$ cat src/logic/branch_pkg.sv
package branch_pkg;

    // width of a machine word on this core.
    localparam int WORD_W = 32;

    // a sequential instruction is always one word further on.
    localparam logic [WORD_W-1:0] INST_STEP = 32'd4;

    typedef logic [WORD_W-1:0] word_t;

    typedef enum logic [3:0] {
        OP_NONE = 4'd0,
        OP_BEQ  = 4'd1,
        OP_BNE  = 4'd2,
        OP_BLT  = 4'd3,
        OP_BGE  = 4'd4,
        OP_BLTU = 4'd5,
        OP_BGEU = 4'd6,
        OP_B    = 4'd7,
        OP_BL   = 4'd8,
        OP_JIRL = 4'd9
    } branch_op_t;

    // one branch coming out of decode, with the front end's guess attached.
    typedef struct packed {
        word_t      pc;
        word_t      inst;
        branch_op_t op;
        word_t      reg1;
        word_t      reg2;
        logic       pred_taken;
        word_t      pred_addr;
    } branch_req_t;

    // the predictor update record together with the flush and link results.
    typedef struct packed {
        word_t pc;
        logic  update_en;
        logic  actual_taken;
        word_t actual_addr;
        logic  flush;
        word_t link_addr;
    } branch_resp_t;

endpackage
$ cat src/logic/branch_exec_stage.sv
`timescale 1ns/100ps

module branch_exec_stage
    import branch_pkg::*;
(
    input  logic         clk,
    input  logic         rst_n,
    input  logic         req_valid,
    output logic         req_ready,
    input  branch_req_t  req,
    output logic         resp_valid,
    input  logic         resp_ready,
    output branch_resp_t resp
);

    branch_req_t  req_q;
    logic         req_q_valid;
    logic         req_q_ready;
    logic         is_branch;
    logic         taken;
    word_t        target_addr;
    word_t        fall_addr;
    branch_resp_t resp_d;

    pipe_reg #(.payload_t(branch_req_t)) u_req_reg (
        .clk       (clk),
        .rst_n     (rst_n),
        .in_valid  (req_valid),
        .in_ready  (req_ready),
        .in_data   (req),
        .out_valid (req_q_valid),
        .out_ready (req_q_ready),
        .out_data  (req_q)
    );

    branch_cond u_cond (
        .op        (req_q.op),
        .reg1      (req_q.reg1),
        .reg2      (req_q.reg2),
        .is_branch (is_branch),
        .taken     (taken)
    );

    branch_target u_target (
        .op          (req_q.op),
        .pc          (req_q.pc),
        .inst        (req_q.inst),
        .reg1        (req_q.reg1),
        .target_addr (target_addr),
        .fall_addr   (fall_addr)
    );

    branch_resolve u_resolve (
        .req         (req_q),
        .is_branch   (is_branch),
        .taken       (taken),
        .target_addr (target_addr),
        .fall_addr   (fall_addr),
        .resp        (resp_d)
    );

    // the resolved record moves on in the same cycle the stored request is released.
    pipe_reg #(.payload_t(branch_resp_t)) u_resp_reg (
        .clk       (clk),
        .rst_n     (rst_n),
        .in_valid  (req_q_valid),
        .in_ready  (req_q_ready),
        .in_data   (resp_d),
        .out_valid (resp_valid),
        .out_ready (resp_ready),
        .out_data  (resp)
    );

endmodule

$ cat src/logic/branch_resolve.sv
`timescale 1ns/100ps

module branch_resolve
    import branch_pkg::*;
(
    input  branch_req_t  req,
    input  logic         is_branch,
    input  logic         taken,
    input  word_t        target_addr,
    input  word_t        fall_addr,
    output branch_resp_t resp
);

    logic flush;
    logic dir_miss;
    logic addr_miss;
    word_t actual_addr;

    assign dir_miss  = (taken != req.pred_taken);
    assign addr_miss = (target_addr != req.pred_addr);

    // a target miss only matters when both sides agree the branch is taken.
    always_comb begin
        if (!is_branch) begin
            flush = 1'b0;
        end else if (dir_miss) begin
            flush = 1'b1;
        end else if (taken) begin
            flush = addr_miss;
        end else begin
            flush = 1'b0;
        end
    end

    // a wrongly predicted taken branch has to steer fetch back to fall-through.
    always_comb begin
        if (is_branch && taken) begin
            actual_addr = target_addr;
        end else if (is_branch && req.pred_taken) begin
            actual_addr = fall_addr;
        end else begin
            actual_addr = '0;
        end
    end

    always_comb begin
        resp.pc           = req.pc;
        // unconditional direct jumps never need training.
        resp.update_en    = is_branch && (req.op != OP_B) && (req.op != OP_BL);
        resp.actual_taken = taken;
        resp.actual_addr  = actual_addr;
        resp.flush        = flush;
        resp.link_addr    = fall_addr;
    end

endmodule

$ cat src/logic/branch_target.sv
`timescale 1ns/100ps

module branch_target
    import branch_pkg::*;
(
    input  branch_op_t op,
    input  word_t      pc,
    input  word_t      inst,
    input  word_t      reg1,
    output word_t      target_addr,
    output word_t      fall_addr
);

    word_t offs16;
    word_t offs26;

    // both offsets count instructions, so they are scaled to bytes here.
    assign offs16 = {{14{inst[25]}}, inst[25:10], 2'b00};

    // the long form keeps its upper ten bits in the low end of the word.
    assign offs26 = {{4{inst[9]}}, inst[9:0], inst[25:10], 2'b00};

    always_comb begin
        case (op)
            OP_BEQ, OP_BNE, OP_BLT, OP_BGE, OP_BLTU, OP_BGEU: begin
                target_addr = pc + offs16;
            end
            OP_B, OP_BL: target_addr = pc + offs26;
            OP_JIRL:     target_addr = reg1 + offs16;
            default:     target_addr = '0;
        endcase
    end

    assign fall_addr = pc + INST_STEP;

endmodule

$ cat src/logic/branch_cond.sv
`timescale 1ns/100ps

module branch_cond
    import branch_pkg::*;
(
    input  branch_op_t op,
    input  word_t      reg1,
    input  word_t      reg2,
    output logic       is_branch,
    output logic       taken
);

    logic [WORD_W:0] diff;
    logic            eq;
    logic            lt_signed;
    logic            lt_unsigned;

    // the extra top bit of the difference is the borrow of the unsigned compare.
    assign diff        = {1'b0, reg1} - {1'b0, reg2};
    assign eq          = (reg1 == reg2);
    assign lt_unsigned = diff[WORD_W];

    // with opposite signs the negative operand is the smaller one.
    assign lt_signed = (reg1[WORD_W-1] ^ reg2[WORD_W-1]) ? reg1[WORD_W-1]
                                                         : diff[WORD_W-1];

    always_comb begin
        is_branch = 1'b1;
        case (op)
            OP_BEQ:  taken = eq;
            OP_BNE:  taken = !eq;
            OP_BLT:  taken = lt_signed;
            OP_BGE:  taken = !lt_signed;
            OP_BLTU: taken = lt_unsigned;
            OP_BGEU: taken = !lt_unsigned;
            OP_B, OP_BL, OP_JIRL: begin
                taken = 1'b1;
            end
            default: begin
                is_branch = 1'b0;
                taken     = 1'b0;
            end
        endcase
    end

endmodule

$ cat src/logic/pipe_reg.sv
`timescale 1ns/100ps

module pipe_reg #(
    parameter type payload_t = logic
) (
    input  logic     clk,
    input  logic     rst_n,
    input  logic     in_valid,
    output logic     in_ready,
    input  payload_t in_data,
    output logic     out_valid,
    input  logic     out_ready,
    output payload_t out_data
);

    logic     full;
    logic     load;
    payload_t data_q;

    // a full slot can still take a new item in the cycle its content leaves.
    assign in_ready = !full || out_ready;
    assign load     = in_valid && in_ready;

    always_ff @(posedge clk or negedge rst_n) begin
        if (!rst_n) begin
            full <= 1'b0;
        end else if (load) begin
            full <= 1'b1;
        end else if (out_ready) begin
            full <= 1'b0;
        end
    end

    always_ff @(posedge clk) begin
        if (load) begin
            data_q <= in_data;
        end
    end

    assign out_valid = full;
    assign out_data  = data_q;

endmodule

$ cat config.mk
export PLATFORM = sky130hd
export DESIGN_NAME = branch_exec_stage
export DESIGN_NICKNAME = d
export VERILOG_FILES = /design/src/logic/branch_pkg.sv /design/src/logic/branch_exec_stage.sv /design/src/logic/branch_resolve.sv /design/src/logic/branch_target.sv /design/src/logic/branch_cond.sv /design/src/logic/pipe_reg.sv
export SDC_FILE = /design/constraint.sdc
export NUM_CORES = 1
export LEC_CHECK = 0
export BUFFER_PORTS_ARGS = -buffer_cell sky130_fd_sc_hd__buf_2
export CAP_MARGIN = 20
export CORE_UTILIZATION = 60
export CTS_BUF_LIST = sky130_fd_sc_hd__clkbuf_16
export CTS_CLUSTER_SIZE = 28
export DETAILED_ROUTE_END_ITERATION = 10
export PLACE_DENSITY_LB_ADDON = 0.12
export SYNTH_ARGS = -nofsm -noshare
export SYNTH_HDL_FRONTEND = slang
export SYNTH_SLANG_ARGS = --single-unit
$ cat constraint.sdc
create_clock -name clk -period 8.2 [get_ports clk]
set_input_delay 0.82 -clock clk [delete_from_list [all_inputs] [get_ports clk]]
set_output_delay 0.82 -clock clk [all_outputs]
set_load 0.1 [all_outputs]
== After elaboration in Yosys (flattened, before gate mapping) ==
Cells that the tools add are included.

* Register bits: 260
* Word-level logic and storage cells: 66
* Bits of input ports: 169
* Output and inout bits: 101

* Bitwise logic cells: 1
* Reduce and logical (&&, ||, !) cells: 19
* Equal/unequal tests: 14
* Muxes and demuxes: 12
* Add/sub/neg operators: 5

{| class="wikitable"
|+ Operator list
! cell !! count
|-
| $add 32x32->32 || 3
|-
| $pmux 32 s3 || 1
|-
| $mux 32 || 2
|-
| $sub 32x32->33 || 1
|-
| $add 32x3->32 const B || 1
|-
| $eq 32x32->1 || 1
|-
| $ne 32x32->1 || 1
|-
| $eq 4x3->1 const B || 4
|-
| $reduce_or 9->1 || 1
|-
| $eq 4x2->1 const B || 2
|-
| $eq 4x4->1 const B || 2
|-
| $mux 1 || 8
|-
| $pmux 1 s7 || 1
|-
| $logic_and 1x1->1 || 6
|-
| $reduce_or 6->1 || 1
|-
| $logic_not 1->1 || 5
|-
| $eq 4x1->1 const B || 1
|-
| $ne 4x3->1 const B || 1
|-
| $ne 4x4->1 const B || 1
|-
| $reduce_bool 2->1 || 2
|-
| $reduce_or 3->1 || 1
|-
| $logic_or 1x1->1 || 2
|-
| $reduce_or 2->1 || 1
|-
| $ne 1x1->1 || 1
|-
| $xor 1x1->1 || 1
|}

== Longest topological paths before layout ==
* Depth in word-level cells: 6
* Gate-level depth with buffers: 24

== Hierarchy ==
A second synthesis with hierarchy kept.

* Cell total of the unflattened synthesis: 1161
* Area, all modules: 14476.4 um^2

{| class="wikitable"
|+ Modules (own cells, without submodules)
! module !! instances !! area an instance (um^2) !! cells an instance
|-
| pipe_reg (u_req_reg) || 1 || 5008.6 || 169
|-
| branch_target || 1 || 4282.9 || 596
|-
| pipe_reg (u_resp_reg) || 1 || 3026.7 || 103
|-
| branch_resolve || 1 || 1202.4 || 157
|-
| branch_cond || 1 || 955.9 || 136
|}

== Worst setup path before layout ==
No wires, ideal clock.

* Kind: reg2reg
* Start point: register u_resp_reg.full, in the netlist u_resp_reg.out_valid
* End point: register u_req_reg.data_q, in the netlist u_req_reg.out_data[0], enable pin
* Clock period less this slack: 5.972 ns
* Setup slack: 2.228 ns
* Arrival time: 5.436 ns
* Cell stages (with the launch flop): 3
* Path buffers: 0
* Path through: dfrtp_1 -> nand3b_1 -> and2_1

* Word-level cells in the longest chain between the ends: 4

{| class="wikitable"
|+ Ends and longest elaborated chain
! element !! line !! RTL
|-
| start, declared || pipe_reg.sv:16 || <nowiki>logic full;</nowiki>
|-
| start signal, assigned || pipe_reg.sv:26 || <nowiki>full <= 1'b0;</nowiki>
|-
| start signal, assigned || pipe_reg.sv:28 || <nowiki>full <= 1'b1;</nowiki>
|-
| start signal, assigned || pipe_reg.sv:30 || <nowiki>full <= 1'b0;</nowiki>
|-
| $logic_not 1->1 || pipe_reg.sv:21 || <nowiki>assign in_ready = !full || out_ready;</nowiki>
|-
| $logic_or 1x1->1 (2 in series) || pipe_reg.sv:21 ||
|-
| via req_ready || branch_exec_stage.sv:9 || <nowiki>output logic req_ready,</nowiki>
|-
| $logic_and 1x1->1 || pipe_reg.sv:22 || <nowiki>assign load = in_valid && in_ready;</nowiki>
|-
| via u_req_reg.load || pipe_reg.sv:17 || <nowiki>logic load;</nowiki>
|-
| end signal, assigned || pipe_reg.sv:36 || <nowiki>data_q <= in_data;</nowiki>
|-
| end, declared || pipe_reg.sv:18 || <nowiki>payload_t data_q;</nowiki>
|}

The timed path passes the listed nets, and every way through them passes these cells.
A chain may end at the register's enable or synchronous reset.

== Worst setup path after layout ==
* Start point: register u_req_reg.data_q, in the netlist u_req_reg.out_data[99]
* End point: register u_resp_reg.data_q, in the netlist u_resp_reg.out_data[32] (data pin)

* Word-level cells in the longest chain between the ends: 6
* Elaborated cells on any way between the ends: 20

{| class="wikitable"
|+ Ends and longest elaborated chain
! element !! line !! RTL
|-
| $eq 4x1->1, or another cell as far along || branch_target.sv:24, branch_cond.sv:29 ||
|-
| $reduce_or 6->1 or $reduce_or 2->1 (tied branches) || branch_target.sv:24 || <nowiki>case (op)</nowiki>
|-
| $pmux 32 s3 || branch_target.sv:24 ||
|-
| $ne 32x32->1 || branch_resolve.sv:20 || <nowiki>assign addr_miss = (target_addr != req.pred_addr);</nowiki>
|-
| $mux 1 || branch_resolve.sv:28 || <nowiki>end else if (taken) begin</nowiki>
|-
| $mux 1 || branch_resolve.sv:26 || <nowiki>end else if (dir_miss) begin</nowiki>
|-
| end signal, assigned || pipe_reg.sv:36 ||
|-
| end, declared || pipe_reg.sv:18 ||
|}

Parallel ways exist; a longest one is shown, timed or not.

==> flow_summary.toml <==
[synthesis]
ys.flop_type = "edfxtp_1"
synth.yosys.warnings = 0
synth_cells = 1255
yosysTopAreaCell = "edfxtp_1"
yosysTopAreaCellShare_pct = 52.7
ys_top_cells_by_area = "edfxtp_1, ha_1, a21oi_1"
ys_seq_elements = 258
syn_avg_cell_area_um2 = 11.6
synth_area_um2 = 14600
ys_seq_area_share_pct = 53.1
ys_types = 80
synth_common_cells = "edfxtp_1, a21oi_1, ha_1"
syn_nets = 1524
synthArstFlopShare_pct = 0.775
synth_edf_count = 256
yosysMostFrequentCell = "edfxtp_1"

[clock_network]
cts_setup_buffers = 0
cts_max_level = 1
ctsRootBufferMaster = "clkbuf_16"
clock-sinks = 258
clock_latency_ns = 0.55
cts_made_buffers = 26
cts_max_path_buffers = 3
postCtsResizedCells = 0
clk_pin_slew_ns = 0.06
cts_hold_buf = 0
cts_tree = "built"

[routing]
routedWlPerCell_um = 19.8
vias = 11200
dr.max_layer_used = "met5"
vias_per_cell = 6.09
ant_nets = 0
dr.pass1.iters = 8
wl_met3_um = 3480
dr_wl_met2_um = 15700
drt_first_iter_violations = 895
totalWireLength_um = 36500
drc = 0
wl_met1_um = 16500

[setup_path]
crit_arrival_ns = 5.92
worst_ep_required_time_ns = 8.49
critical-path-max-stage-delay_ns = 0.59
path_max_fanout = 25
crit_path_start_kind = "register"
critPathKind = "register to register"
crit_chain = "or2_2 -> nor2_2 -> buf_4 -> mux2_2 -> ha_1 -> a21oi_1 -> o21ai_0 -> a221oi_1 -> o21ai_0 -> xnor2_1 -> o32ai_1 -> xor2_1 -> nor4_1 -> nand4_1 -> nor4_1 -> nor2_1"
reg2reg_slack_ns = 2.58
slowest_stage = "edfxtp_1"
crit_path_end_kind = "register"

[placement]
gp_congestion = 0.925
place_area_um2 = 16200
port_buffers = 263
hpwlAfterDp_um = 27300

[global_routing]
grt_max_degree = 84
grt_usage_pct = 29.4
grt_pass1_vias = 10500
grt_overflow = 0
antenna_found_initial = 1
grt_pass1_wl_um = 55200

[power_and_ir_drop]
peakVddDrop_v = 0.000272
p_total_mw = 3.83
power_density_nw_per_um2 = 225
p_leak_nw = 6.86

[cells_and_area]
fin_nets = 1777
num_antenna_cells = 0
drive_above_1_share_pct = 23.5
design_area_um2 = 17000
n_fill_cell = 1714
area_growth_pct = 16.6

[timing]
hold_violations = 0
finalMaxSlewViolations = 0
max_freq_ghz = 0.178
period_share_pct = 68.6
grt_setup_unrepaired = "false"
maxSlewHeadroom_pct = 30.0
setup_violations = 0
skew_ns = 0.0207
fin_crit_ns = 5.62
tightest_slew_ns = 1.05
tns_ns = 0

[die]
die_h_um = 158
num_rows = 56
io_pins = 270
die_area_um2 = 24900
initial_utilization_pct = 61.6
fp.dieW_um = 158
core_um2 = 23700

[status]
status = "finished clean"

[worst_hold_path]
hp-class = "primary input to asynchronous set/reset pin"

[run]
maxCapViolations = 0
[power breakdown]
part	switching, mW	internal [mW]
registers	0.0714	1.58
clock network	0.481	0.655
logic	0.750	0.295
total	1.30	2.53
[worst paths after layout]
path	startpoint	end	depth (start not counted)
max	u_req_reg.out_data[99]	u_resp_reg.out_data[32]	16
min	rst_n	u_req_reg.out_valid	1
max reg2reg	u_req_reg.out_data[99]	u_resp_reg.out_data[32]	16
min reg2reg	u_req_reg.out_valid	u_resp_reg.out_valid	1
max in group asynchronous	rst_n	u_resp_reg.out_valid	1
min in group clk	req[118]	u_req_reg.out_data[118]	1
[layer usage]
layer	up-vias	GRT usage, %
met3	52	5.04
met1	5298	43.8
met5	-	0
met4	2	7.03
met2	545	44.6
li1	5340	-
[layout by cell type, fill, tap and decap left out, types with 4 or more instances in the layout]
master     synthesis  routed
a211oi_1          12      12
a21o_1            27      27
a21oi_1          119     119
a221oi_1           5       5
a22oi_1           13      13
a31oi_1           17      17
and2_1            12      10
and3_1            16      16
and4_1            14      14
buf_2              8     263
buf_4              2       6
clkbuf_16          0      27
clkinv_1           0       6
clkinv_2           0       5
edfxtp_1         256     256
ha_1              97      97
inv_1             56      61
mux2_2            28      28
mux2i_1           17      16
nand2_1           92      92
nand2b_1          14      14
nand3_1           30      30
nand4_1           33      33
nor2_1            55      54
nor2b_1            5       5
nor3_1            19      19
nor3b_1            4       4
nor4_1             7       7
o211ai_1          11      11
o21a_1            18      18
o21ai_0           53      53
o21bai_1           7       7
o22ai_1            5       5
o31ai_1           13      13
or2_2              4       4
or3_1             11      11
xnor2_1           49      49
xor2_1            24      24
[final cells by class]
type / instances / area [um2] / share of cell area (%)
Sequential cell: 258 / 7740 / 45.5
Timing Repair Buffer: 270 / 1390 / 8.17
Inverter: 56 / 210 / 1.24
Clock buffer: 27 / 676 / 3.97
Clock inverter: 20 / 143 / 0.839
Tap cell: 319 / 399 / 2.35
Multi-Input combinational cell: 896 / 6450 / 37.9
[critical path, delay by kind of cell, from the launching register on]
kind	cells	cell delay, ns
and+or+nand+nor	6	1.89
AOI/OAI and AO/OA	5	1.42
DFF	1	0.59
adders and majority gates	1	0.39
buffers and inverters	1	0.38
muxes	1	0.38
xor gates and xnor gates	2	0.34
[metrics by stage]
step / util (%) / instances / hold slack [ns] / setup WS (ns)
after global routing: 71.8 / 1846 / 0.0544 / 2.35
after CTS: 71.7 / 1845 / 0.0458 / 2.75
final: 71.8 / 1846 / 0.0609 / 2.58
after detailed placement: 68.2 / 1798 / 0.479 / 2.77
after floorplan: - / 1255 / 0.449 / 2.23
after global placement: 68.2 / 1798 / 0.464 / 2.76
[flip-flops by register name, summed over array words and instances (netlist names)]
| name | flops |
|---|---|
| u_req_reg.out_data | 159 |
| u_resp_reg.out_data | 97 |
| u_req_reg.out_valid | 1 |
| u_resp_reg.out_valid | 1 |
[logic make-up after synthesis]
logic type,after synthesis,share of synthesized area (%)
adder cells (fa/ha/maj),100,8.74
flip-flops,258,53.1
buffers and inverters,101,2.78
AND/OR/NAND/NOR,334,12.0
multiplexers,45,3.33
AO/OA/AOI/OAI,344,15.7
XOR/XNOR,73,4.39
No activity file was read; power rests on OpenSTA's default activity.
